--- src/vuad_pkg.sv ---
/*
 * vuad state array package
 * line index fields, vector types and the request and control structs
 */
package vuad_pkg;

   ////////////////////////////////////////
   // array geometry
   ////////////////////////////////////////

   localparam int NUM_SUB   = 8;            // fixed by index bits 9:7
   localparam int NUM_PAIR  = NUM_SUB / 2;  // even/odd pairs, index bits 9:8
   localparam int NUM_ENTRY = 32;           // index bits 6:2
   localparam int NUM_WORD  = 4;            // index bits 1:0

   ////////////////////////////////////////
   // index fields
   ////////////////////////////////////////

   typedef logic [9:0]          index_t;    // full line index
   typedef logic [4:0]          entry_t;    // bits 6:2
   typedef logic [1:0]          word_sel_t; // bits 1:0
   typedef logic [NUM_WORD-1:0] word_en_t;  // one-hot word
   typedef logic [2:0]          sub_sel_t;  // bits 9:7
   typedef logic [NUM_PAIR-1:0] pair_sel_t; // one-hot pair

   ////////////////////////////////////////
   // structs
   ////////////////////////////////////////

   // read request, two address sources
   typedef struct packed {
      index_t addr1;
      index_t addr2;
      logic   addr_sel;  // 1 picks addr1
   } rd_req_t;

   // per-subarray control, one copy for each of the eight
   typedef struct packed {
      logic       rd_en;
      entry_t     rd_entry;
      entry_t     wr_entry;
      word_en_t   wr_word_en;
      logic [1:0] wr_col_en;  // bit 0 low column, bit 1 high column
   } sub_ctl_t;

   // read mux selects, registered with the subarray outputs
   typedef struct packed {
      word_en_t  word_en;
      logic      odd;
      pair_sel_t pair;
   } mux_sel_t;

endpackage
--- src/vuad_ctl.sv ---
/*
 * vuad control
 * decodes read and write indices into per-subarray controls,
 * registers the read mux selects and the stage c1 valid
 */
module vuad_ctl #(
   parameter int WORD_W = 6,
   localparam int WR_REQ_W = $bits(vuad_pkg::index_t) + 2 + 2 * WORD_W
) (
   input  logic                                         rclk,
   input  logic                                         reset,
   input  vuad_pkg::rd_req_t                            rd_req,
   input  logic                                         rd_req_valid,
   output logic                                         rd_req_ready,
   input  logic [WR_REQ_W-1:0]                          wr_req,
   input  logic                                         wr_valid,
   input  logic                                         advance,
   output vuad_pkg::sub_ctl_t [vuad_pkg::NUM_SUB-1:0]   sub_ctl,
   output logic [2*WORD_W-1:0]                          wr_data,
   output vuad_pkg::mux_sel_t                           mux_sel,
   output logic                                         rd_valid_c1
);

   typedef struct packed {
      vuad_pkg::index_t    addr;
      logic [1:0]          col_en;
      logic [2*WORD_W-1:0] data;
   } wr_req_t;

   wr_req_t                 wr;
   vuad_pkg::index_t        rd_idx;
   vuad_pkg::entry_t        rd_entry;
   vuad_pkg::word_sel_t     rd_word;
   logic                    rd_accept;
   vuad_pkg::entry_t        wr_entry;
   vuad_pkg::word_sel_t     wr_word;
   vuad_pkg::word_en_t      wr_word_en;
   vuad_pkg::sub_sel_t      wr_sub;
   logic [vuad_pkg::NUM_SUB-1:0] wr_hit;

   ////////////////////////////////////////
   // read side decode
   ////////////////////////////////////////

   assign rd_idx    = rd_req.addr_sel ? rd_req.addr1 : rd_req.addr2;
   assign rd_entry  = rd_idx[6:2];
   assign rd_word   = rd_idx[1:0];

   // a request only moves when the response path can take it
   assign rd_req_ready = advance;
   assign rd_accept    = rd_req_valid & advance;

   ////////////////////////////////////////
   // write side decode
   ////////////////////////////////////////

   assign wr         = wr_req;
   assign wr_entry   = wr.addr[6:2];
   assign wr_word    = wr.addr[1:0];
   assign wr_word_en = vuad_pkg::word_en_t'(1) << wr_word;
   assign wr_sub     = wr.addr[9:7];
   assign wr_data    = wr.data;

   // per-subarray fan out
   for (genvar i = 0; i < vuad_pkg::NUM_SUB; i++) begin : g_sub
      localparam vuad_pkg::sub_sel_t SUB_NUM = vuad_pkg::sub_sel_t'(i);

      assign wr_hit[i] = wr_valid && (wr_sub == SUB_NUM);

      assign sub_ctl[i].rd_en      = rd_accept && (rd_idx[7] == SUB_NUM[0]);  // odd/even
      assign sub_ctl[i].rd_entry   = rd_entry;
      assign sub_ctl[i].wr_entry   = wr_entry;
      assign sub_ctl[i].wr_word_en = wr_word_en;
      assign sub_ctl[i].wr_col_en  = wr_hit[i] ? wr.col_en : 2'b00;
   end

   ////////////////////////////////////////
   // stage c1 registers
   ////////////////////////////////////////

   // selects travel with the subarray read registers
   always_ff @(posedge rclk) begin
      if (rd_accept) begin
         mux_sel.word_en <= vuad_pkg::word_en_t'(1) << rd_word;
         mux_sel.odd     <= rd_idx[7];
         mux_sel.pair    <= vuad_pkg::pair_sel_t'(1) << rd_idx[9:8];
      end
   end

   // c1 drains into the response register whenever advance is high
   always_ff @(posedge rclk) begin
      if (reset) begin
         rd_valid_c1 <= 1'b0;
      end else if (advance) begin
         rd_valid_c1 <= rd_accept;
      end
   end

   // one write lands in at most one subarray
   a_wr_onehot : assert property (@(posedge rclk) disable iff (reset)
      $onehot0({sub_ctl[7].wr_col_en != 2'b00, sub_ctl[6].wr_col_en != 2'b00,
                sub_ctl[5].wr_col_en != 2'b00, sub_ctl[4].wr_col_en != 2'b00,
                sub_ctl[3].wr_col_en != 2'b00, sub_ctl[2].wr_col_en != 2'b00,
                sub_ctl[1].wr_col_en != 2'b00, sub_ctl[0].wr_col_en != 2'b00}))
      else $error("vuad_ctl: write enables hit more than one subarray");

endmodule

--- config.mk ---
export PLATFORM = sky130hd
export DESIGN_NAME = vuad_ctl
export DESIGN_NICKNAME = d
export VERILOG_FILES = /design/src/vuad_pkg.sv /design/src/vuad_ctl.sv
export SDC_FILE = /design/constraint.sdc
export NUM_CORES = 1
export LEC_CHECK = 0
export BUFFER_PORTS_ARGS = -buffer_cell sky130_fd_sc_hd__buf_2
export CAP_MARGIN = 30
export CORE_AREA = 2 2 81 83
export DETAILED_ROUTE_END_ITERATION = 6
export DIE_AREA = 0 0 83 85
export GPL_TIMING_DRIVEN = 0
export PLACE_DENSITY = 0.73
export SLEW_MARGIN = 10
export SYNTH_ARGS = -nofsm -noshare
export SYNTH_HDL_FRONTEND = slang
export SYNTH_SLANG_ARGS = --single-unit
--- constraint.sdc ---
create_clock -name rclk -period 2.4 [get_ports rclk]
set_input_delay 0.24 -clock rclk [delete_from_list [all_inputs] [get_ports rclk]]
set_output_delay 0.24 -clock rclk [all_outputs]
set_load 0.1 [all_outputs]
==> results.py <==
metrics = {
    "outcome": {
        "status": "finished, final reports clean",
    },
    "setup_path": {
        "critical_path_arrival_ns": 1.38,
        "crit_chain": "buf_6 -> mux2_4 -> nor2_2 -> buf_4 -> buf_2",
        "critPathLaunchType": "input pin",
        "worstPathRequired_ns": 2.16,
        "crit_path_top_delay_cell": "buf_2",
        "critPathMaxFanout": 8,
        "slowest_delay_ns": 0.41,
        "crit_path_end_kind": "primary output",
        "crit_type": "input pin to primary output",
    },
    "route": {
        "first_pass_iters": 4,
        "vias": 1821,
        "wl_per_cell_um": 9.535,
        "wirelength_mm": 4.510,
        "drc": 0,
        "via_per_inst": 3.850,
        "ant_nets": 0,
        "drtIter0Drc": 27,
    },
    "sta": {
        "setup_viol": 0,
        "rsz0062_at_grt": "false",
        "finalCriticalPeriod_ns": 1.620,
        "hold_violations": 0,
        "clock_skew_ns": 0,
        "fin_crit_sh_pct": 67.49,
        "fmax_ghz": 0.6173,
        "max_slew_margin_pct": 66.83,
        "slew_violations": 0,
        "whs_ns": 0.1473,
        "tightestPinTransition_ns": 0.5010,
    },
    "synth": {
        "synth_fp_nets": 252,
        "ys_warn_count": 0,
        "ys_ff_latch": 10,
        "synth_cell_types": 24,
        "syn_inst": 202,
        "syn_avg_cell_area_um2": 8.176,
        "syn_area_mm2": 0.001652,
        "ys_seq_area_share_pct": 17.58,
    },
    "place": {
        "globalplace.congestion": 0.7917,
        "port-buffer-count": 190,
        "place_inst": 469,
        "place_area_mm2": 0.002724,
        "dpl.hpwl_mm": 3.910,
    },
    "clocking": {
        "post_cts_buffers": 0,
        "h-tree-depth": 1,
        "insertion_delay_ns": 0.24,
        "cts_hold_buf": 0,
        "cts_buffer_depth": 2,
        "clock-sinks": 10,
        "cts-root-buf": "clkbuf_8",
        "cts_tree": "built",
        "cts_resized": 0,
        "cts_buffers": 3,
        "cts.reportedPaths.clkPinSlew_ns": 0.05,
    },
    "floorplan": {
        "dieHeight_um": 85,
        "io_pins": 209,
        "rows": 29,
        "start_util_pct": 26.62,
        "die_x_um": 83,
        "die_area_mm2": 0.007055,
        "core_area_mm2": 0.006205,
    },
    "finish": {
        "multi_input_comb_area_um2": 386.6,
        "fill_cells": 625,
        "seqCellArea_um2": 290.3,
        "n_antenna_cell": 0,
        "drive_above_1_share_pct": 85.35,
        "fin_cells": 473,
        "final_nets": 447,
        "synthToLayoutAreaGrowth_pct": 68.26,
        "layout_commonest_cell": "buf_2",
        "fin_area_mm2": 0.002779,
        "layout_common_cells": "buf_2 (191), buf_4 (127), nor2_1 (12), edfxtp_1 (9)",
    },
    "hold_path": {
        "hp-class": "input pin to flip-flop",
    },
    "power_and_ir_drop": {
        "p_per_area_mw_per_mm2": 706.4,
        "leakagePower_uw": 0.001723,
        "vdd_drop_max_uv": 499.0,
        "fin_total_pwr_uw": 1963,
    },
    "grt": {
        "grt_pass1_wl_mm": 6.624,
        "antenna_found_initial": 0,
        "grt.total_usage_pct": 11.01,
        "grt_pass1_vias": 1537,
        "grt_overflow": 0,
        "grt_max_degree": 11,
    },
    "flow_run": {
        "maxCapViolCount": 0,
    },
}
-- report_power, final --
| part | switching, uW | total [uW] | internal (uW) |
|---|---|---|---|
| Sequential | 2.56 | 207 | 204 |
| Clock | 68.6 | 213 | 144 |
| Combinational | 1250 | 1540 | 291 |
| Total | 1320 | 1960 | 640 |
-- layout make-up --
class / count / share of cell area (%)
Sequential cell: 10 / 10.45
Timing Repair Buffer: 190 / 34.22
Multi-Input combinational cell: 57 / 13.91
Inverter: 5 / 0.6754
Tap cell: 77 / 3.467
Clock buffer: 4 / 1.981
Buffer: 130 / 35.30
-- worst max-delay path: cells and delay by family --
family | cells | cell delay [ns]
buf+inv | 3 | 0.66
mux | 1 | 0.32
simple gates | 1 | 0.16
-- final timing paths --
| path | depth (start not counted) | start | slack, ns | to |
|---|---|---|---|---|
| worst max-delay path | 5 | rd_req[0] | 0.78 | sub_ctl[118] |
| worst max register to register | 2 | rd_valid_c1$_SDFFE_PP0P_ | 1.84 | rd_valid_c1$_SDFFE_PP0P_ |
| worst min-delay path | 2 | reset | 0.15 | rd_valid_c1$_SDFFE_PP0P_ |
| worst min register to register | 2 | rd_valid_c1$_SDFFE_PP0P_ | 0.46 | rd_valid_c1$_SDFFE_PP0P_ |
-- Yosys cell counts --
| master | n | area share [%] |
|---|---|---|
| and2_1 | 1 | 0.38 |
| nand3b_1 | 2 | 0.91 |
| edfxtp_1 | 9 | 16 |
| nor2b_1 | 2 | 0.76 |
| o22ai_1 | 3 | 1.1 |
| a22o_1 | 1 | 0.53 |
| o21ai_0 | 1 | 0.30 |
| buf_2 | 1 | 0.30 |
| a32o_1 | 1 | 0.61 |
| nand3_1 | 3 | 0.91 |
| a21oi_1 | 1 | 0.30 |
| mux2_2 | 2 | 1.4 |
| inv_1 | 5 | 1.1 |
| nand2_1 | 6 | 1.4 |
| nor2b_4 | 1 | 0.83 |
| mux2_4 | 4 | 3.6 |
| dfxtp_1 | 1 | 1.2 |
| buf_4 | 127 | 58 |
| nor2_1 | 14 | 3.2 |
| o32ai_1 | 2 | 1.1 |
| or3b_1 | 1 | 0.53 |
| nand2b_1 | 6 | 2.3 |
| buf_6 | 2 | 1.4 |
| nor3_1 | 6 | 1.8 |
-- routing by layer --
metal	wire (um)	GRT usage [%]	part of all wire, %
met2	2205	20.16	49
met1	1627	11.42	36
met5	0	0	0
met3	614	4.280	14
met4	61	4.024	1.4
-- metrics by stage --
| stage | TNS, ns | utilization (%) | worst slack [ns] |
|---|---|---|---|
| after floorplan | -1.096 | - | -0.3732 |
| after detailed placement | 0 | 43.90 | 0.7759 |
| after global routing | 0 | 44.79 | 0.7370 |
| final | 0 | 44.79 | 0.7801 |
| after CTS | 0 | 44.79 | 0.7656 |
| after global placement | 0 | 43.90 | 0.8006 |
-- registers in the layout (all words and copies together), names as in the netlist --
register and cells:
mux_sel 9, rd_valid_c1 1
-- logic make-up (layout without fill, tap and decap cells) --
logic type / Yosys count / after routing / share of synthesized area, %
AOI/OAI and AO/OA: 9 / 9 / 3.939
buffers and inverters: 135 / 329 / 60.53
DFF: 10 / 10 / 17.58
muxes: 6 / 6 / 5.000
and+or+nand+nor: 42 / 42 / 12.95
(Power assumes the default switching activity.)
