--- src/vuad_pkg.sv ---
/*
 * vuad state array package
 * line index fields, vector types and the request and control structs
 */
package vuad_pkg;

   ////////////////////////////////////////
   // array geometry
   ////////////////////////////////////////

   localparam int NUM_SUB   = 8;            // fixed by index bits 9:7
   localparam int NUM_PAIR  = NUM_SUB / 2;  // even/odd pairs, index bits 9:8
   localparam int NUM_ENTRY = 32;           // index bits 6:2
   localparam int NUM_WORD  = 4;            // index bits 1:0

   ////////////////////////////////////////
   // index fields
   ////////////////////////////////////////

   typedef logic [9:0]          index_t;    // full line index
   typedef logic [4:0]          entry_t;    // bits 6:2
   typedef logic [1:0]          word_sel_t; // bits 1:0
   typedef logic [NUM_WORD-1:0] word_en_t;  // one-hot word
   typedef logic [2:0]          sub_sel_t;  // bits 9:7
   typedef logic [NUM_PAIR-1:0] pair_sel_t; // one-hot pair

   ////////////////////////////////////////
   // structs
   ////////////////////////////////////////

   // read request, two address sources
   typedef struct packed {
      index_t addr1;
      index_t addr2;
      logic   addr_sel;  // 1 picks addr1
   } rd_req_t;

   // per-subarray control, one copy for each of the eight
   typedef struct packed {
      logic       rd_en;
      entry_t     rd_entry;
      entry_t     wr_entry;
      word_en_t   wr_word_en;
      logic [1:0] wr_col_en;  // bit 0 low column, bit 1 high column
   } sub_ctl_t;

   // read mux selects, registered with the subarray outputs
   typedef struct packed {
      word_en_t  word_en;
      logic      odd;
      pair_sel_t pair;
   } mux_sel_t;

endpackage
--- src/vuad_rd_mux.sv ---
/*
 * vuad read mux
 * word, odd and pair selection of the subarray outputs,
 * then the response register with valid/ready
 */
module vuad_rd_mux #(
   parameter int WORD_W = 6
) (
   input  logic                                rclk,
   input  logic                                reset,
   input  logic [vuad_pkg::NUM_SUB-1:0][vuad_pkg::NUM_WORD-1:0][2*WORD_W-1:0] sub_words,
   input  vuad_pkg::mux_sel_t                  mux_sel,
   input  logic                                rd_valid_c1,
   input  logic                                rd_ready,
   output logic                                rd_valid,
   output logic [2*WORD_W-1:0]                 rd_data,
   output logic                                advance
);

   logic [vuad_pkg::NUM_SUB-1:0][2*WORD_W-1:0]  col_word;   // per subarray
   logic [vuad_pkg::NUM_PAIR-1:0][2*WORD_W-1:0] pair_word;
   logic [2*WORD_W-1:0]                         rd_data_c1;

   ////////////////////////////////////////
   // word select, one-hot and-or
   ////////////////////////////////////////

   always_comb begin
      for (int s = 0; s < vuad_pkg::NUM_SUB; s++) begin
         col_word[s] = '0;
         for (int w = 0; w < vuad_pkg::NUM_WORD; w++) begin
            col_word[s] = col_word[s] | (sub_words[s][w] & {2*WORD_W{mux_sel.word_en[w]}});
         end
      end
   end

   ////////////////////////////////////////
   // odd select, then pair select
   ////////////////////////////////////////

   always_comb begin
      for (int p = 0; p < vuad_pkg::NUM_PAIR; p++) begin
         pair_word[p] = mux_sel.odd ? col_word[2*p+1] : col_word[2*p];
      end
   end

   always_comb begin
      rd_data_c1 = '0;
      for (int p = 0; p < vuad_pkg::NUM_PAIR; p++) begin
         rd_data_c1 = rd_data_c1 | (pair_word[p] & {2*WORD_W{mux_sel.pair[p]}});
      end
   end

   ////////////////////////////////////////
   // response register
   ////////////////////////////////////////

   // empty, or being taken this cycle
   assign advance = ~rd_valid | rd_ready;

   always_ff @(posedge rclk) begin
      if (reset) begin
         rd_valid <= 1'b0;
      end else if (advance) begin
         rd_valid <= rd_valid_c1;
      end
   end

   always_ff @(posedge rclk) begin
      if (advance) begin
         rd_data <= rd_data_c1;
      end
   end

   // selects come from the control block one cycle earlier
   a_sel_onehot : assert property (@(posedge rclk) disable iff (reset)
      rd_valid_c1 |-> ($onehot(mux_sel.pair) && $onehot(mux_sel.word_en)))
      else $error("vuad_rd_mux: pair or word select not one-hot");

   a_rd_hold : assert property (@(posedge rclk) disable iff (reset)
      (rd_valid && !rd_ready) |=> (rd_valid && $stable(rd_data)))
      else $error("vuad_rd_mux: response changed while stalled");

endmodule

--- config.mk ---
export PLATFORM = sky130hd
export DESIGN_NAME = vuad_rd_mux
export DESIGN_NICKNAME = d
export VERILOG_FILES = /design/src/vuad_pkg.sv /design/src/vuad_rd_mux.sv
export SDC_FILE = /design/constraint.sdc
export NUM_CORES = 1
export LEC_CHECK = 0
export BUFFER_PORTS_ARGS = -buffer_cell sky130_fd_sc_hd__buf_4
export CAP_MARGIN = 20
export CORE_AREA = 2 2 158 160
export DETAILED_ROUTE_END_ITERATION = 6
export DIE_AREA = 0 0 160 162
export MAX_ROUTING_LAYER = met4
export PLACE_DENSITY = 0.49
export SLEW_MARGIN = 5
export SYNTH_ARGS = -nofsm -noshare
export SYNTH_HDL_FRONTEND = slang
export SYNTH_SLANG_ARGS = --single-unit
--- constraint.sdc ---
create_clock -name rclk -period 2.21 [get_ports rclk]
set_input_delay 0.221 -clock rclk [delete_from_list [all_inputs] [get_ports rclk]]
set_output_delay 0.221 -clock rclk [all_outputs]
set_load 0.005 [all_outputs]
==> run_summary.xml <==
<?xml version="1.0" encoding="UTF-8"?>
<metrics>
  <group name="route">
    <metric name="top_layer_used" unit="">met4</metric>
    <metric name="dr_wl_met2" unit="um">12100</metric>
    <metric name="drt-met1-wl" unit="um">10200</metric>
    <metric name="drtPass1Iterations" unit="">6</metric>
    <metric name="dr_total_vias" unit="">5321</metric>
    <metric name="via_per_inst" unit="">4.71</metric>
    <metric name="detail-route-antenna-nets" unit="">0</metric>
    <metric name="detail_route.wl_per_cell" unit="um">21.4</metric>
    <metric name="drt_drc_violations_left" unit="">0</metric>
    <metric name="detail_route.wirelength" unit="um">24100</metric>
    <metric name="met3_wire_length" unit="um">1510</metric>
    <metric name="first_iter_violations" unit="">446</metric>
  </group>
  <group name="sta">
    <metric name="final_hold_violating_endpoints" unit="">0</metric>
    <metric name="maxClockFrequency" unit="MHz">560</metric>
    <metric name="setup-tns-final" unit="ns">0</metric>
    <metric name="worstMarginPinSlew" unit="ns">0.614</metric>
    <metric name="timing.final.setup_violations" unit="">0</metric>
    <metric name="final_cycle_utilization_of_the_critical_path" unit="%">80.7</metric>
    <metric name="slew_headroom" unit="%">59.1</metric>
    <metric name="period_minus_slack" unit="ns">1.78</metric>
    <metric name="finalWorstSetupSlack" unit="ns">0.426</metric>
    <metric name="setup_repair_after_global_routing_missed_its_margin" unit="">no</metric>
    <metric name="fin_worst_skew" unit="ns">0.00185</metric>
    <metric name="final_max_slew_viol_count" unit="">0</metric>
    <metric name="whs" unit="ns">0.123</metric>
  </group>
  <group name="global_route">
    <metric name="grt_antenna_before_repair" unit="">0</metric>
    <metric name="grt_start_max_net_pins" unit="">53</metric>
    <metric name="grt_pass1_wl" unit="um">33900</metric>
    <metric name="grt_pass1_vias" unit="">5354</metric>
    <metric name="grt_util_all_layers" unit="%">17.8</metric>
    <metric name="grt-ovfl-total" unit="">0</metric>
  </group>
  <group name="die">
    <metric name="die-height" unit="um">162</metric>
    <metric name="top_level_ports" unit="">411</metric>
    <metric name="core_area" unit="mm2">0.0241</metric>
    <metric name="die_x" unit="um">160</metric>
    <metric name="initial_core_util" unit="%">12.6</metric>
    <metric name="rows" unit="">57</metric>
    <metric name="die_area" unit="mm2">0.0259</metric>
  </group>
  <group name="synthesis">
    <metric name="synth-edff-count" unit="">12</metric>
    <metric name="synth_largest_area_cell" unit="">a22oi_1</metric>
    <metric name="most_instantiated_cells_after_synthesis" unit="">144 x a22oi_1, 60 x nand2_1, 60 x nand3_1, 36 x o211ai_1</metric>
    <metric name="synthesized_cell_area" unit="mm2">0.00304</metric>
    <metric name="postSynthRegisterBits" unit="">13</metric>
    <metric name="postSynthNetCount" unit="">820</metric>
    <metric name="yosys-top-cells-area" unit="">a22oi_1 36%, edfxtp_1 12%, nand3_1 9.9%, o211ai_1 8.9%, a222oi_1 7.9%</metric>
    <metric name="synth_top_area_share" unit="%">35.5</metric>
    <metric name="syn_avg_cell_area" unit="um2">7.19</metric>
    <metric name="asyncSetResetFlopFracSynth" unit="%">0</metric>
    <metric name="yosys.cell_types.count" unit="">15</metric>
    <metric name="yosys_most_used_dff" unit="">edfxtp_1</metric>
    <metric name="yosys_warnings" unit="">0</metric>
    <metric name="syn-instance-count" unit="">423</metric>
    <metric name="synth_sequential_area_ratio" unit="%">12.5</metric>
    <metric name="synthMostInstantiatedCell" unit="">a22oi_1</metric>
  </group>
  <group name="critical_path">
    <metric name="critical_path_required" unit="ns">2.17</metric>
    <metric name="timing.critical_path.fanout_max" unit="">30</metric>
    <metric name="worst_setup_sp_type" unit="">input port</metric>
    <metric name="setup.worst_path.class" unit="">in2reg</metric>
    <metric name="worst_ep_arrival_time" unit="ns">1.75</metric>
    <metric name="worst_setup_path_end_kind" unit="">flip-flop</metric>
  </group>
  <group name="clock_network">
    <metric name="ctsHtreeMaxLevel" unit="">1</metric>
    <metric name="cts_root_buffer" unit="">clkbuf_16</metric>
    <metric name="clock-sinks" unit="">13</metric>
    <metric name="clk_transition_reported_paths" unit="ns">0.05</metric>
    <metric name="number_of_hold_buffers_added_after_cts" unit="">0</metric>
    <metric name="cts.repair.resized" unit="">0</metric>
    <metric name="source_to_sink_clock_delay_at_the_later_pin_of_the_worst_skew_pair" unit="ns">0.25</metric>
    <metric name="worst_case_clock_buffer_depth" unit="">2</metric>
    <metric name="tritoncts" unit="">done</metric>
    <metric name="cts_buffers" unit="">3</metric>
    <metric name="postCtsSetupBuffers" unit="">0</metric>
  </group>
  <group name="finish">
    <metric name="final_nets" unit="">1203</metric>
    <metric name="final_layout_size_suffix_gt1_share" unit="%">54.8</metric>
    <metric name="finalNonFillerCells" unit="">1129</metric>
    <metric name="area.growth.synth_to_final" unit="%">114</metric>
    <metric name="final_area" unit="mm2">0.00650</metric>
    <metric name="layout.filler_cells" unit="">2718</metric>
    <metric name="antenna-diode-count" unit="">0</metric>
  </group>
  <group name="placement">
    <metric name="gp_routability_congestion" unit="">0.835</metric>
    <metric name="dpl_cell_area" unit="mm2">0.00642</metric>
    <metric name="detailed_placer_s_ending_hpwl" unit="um">20200</metric>
    <metric name="post-place-ws" unit="ns">0.152</metric>
    <metric name="dp_cells" unit="">1125</metric>
    <metric name="buffer_ports.inserted" unit="">410</metric>
  </group>
  <group name="worst_hold_path">
    <metric name="hold_class" unit="">in2reg</metric>
  </group>
  <group name="power">
    <metric name="worst_ir_drop_vdd" unit="uV">228</metric>
    <metric name="power.leakage" unit="nW">3.02</metric>
    <metric name="cellPowerDensity" unit="mW/mm2">291</metric>
  </group>
  <group name="run">
    <metric name="max-cap-violations" unit="">0</metric>
  </group>
  <group name="run_status">
    <metric name="status" unit="">complete, no violations</metric>
  </group>
</metrics>
## registers in the layout (all words and copies together) (netlist names)
name      count
rd_data      12
rd_valid      1
## final cells by class
class,instances,area [um2],share of cell area [%]
repair buffers,437,3370,51.8
multi-input cells,350,2260,34.8
well taps,324,405,6.24
flip-flops and latches,13,380,5.85
clock buffers,3,75.1,1.15
clock inverters,1,5.00,0.0770
inverters,1,3.75,0.0577
## path summary, 6_finish.rpt
check / start / to / slack, ns / cells past startpoint
max: mux_sel[5] / rd_data[11]$_DFFE_PP_ / 0.43 / 7
min: reset / rd_valid$_SDFFE_PP0P_ / 0.12 / 2
max reg2reg: rd_valid$_SDFFE_PP0P_ / rd_data[4]$_DFFE_PP_ / 1.28 / 2
min reg2reg: rd_valid$_SDFFE_PP0P_ / rd_valid$_SDFFE_PP0P_ / 0.75 / 3
## cell usage in the layout (no fill, tap or decap)
cell       count
nand4_1       12
nand2_1       60
o211ai_1      36
nand3_1       60
buf_4        430
dfxtp_1        1
a222oi_1      24
edfxtp_1      12
a21oi_1       13
clkinv_2       1
inv_1          1
buf_12         7
clkbuf_16      3
a22oi_1      144
nand2b_1       1
## stage by stage
step                power, mW  utilization, %
global route             2.03            27.0
global placement         1.55            26.6
floorplan               0.755               -
detailed placement       1.56            26.6
finish                   1.89            27.0
CTS                      1.93            27.0
## power by group
group | leakage [nW] | total (mW) | internal [mW] | switching, mW
Combinational | 2.87 | 1.23 | 0.706 | 0.519
Clock | 0.0409 | 0.360 | 0.242 | 0.118
Sequential | 0.114 | 0.305 | 0.296 | 0.00894
## layer usage
layer / vias up / global-route usage [%]
met1: 2471 / 22.4
met2: 290 / 31.4
met3: 18 / 2.30
met5: - / -
li1: 2542 / -
met4: 0 / 2.50
## worst max-delay path: stages
cell      delay, ns
buf_4          0.24
buf_4          0.26
buf_4          0.21
a22oi_1        0.20
nand2_1        0.11
o211ai_1       0.33
nand4_1        0.17
## logic make-up after synthesis
kind of cell,after synthesis,synth area share [%]
and+or+nand+nor,133,20.0
DFF,13,12.5
buffers and inverters,60,13.1
AOI/OAI and AO/OA,217,54.5
Note: power is estimated with default switching activity, not from simulation.
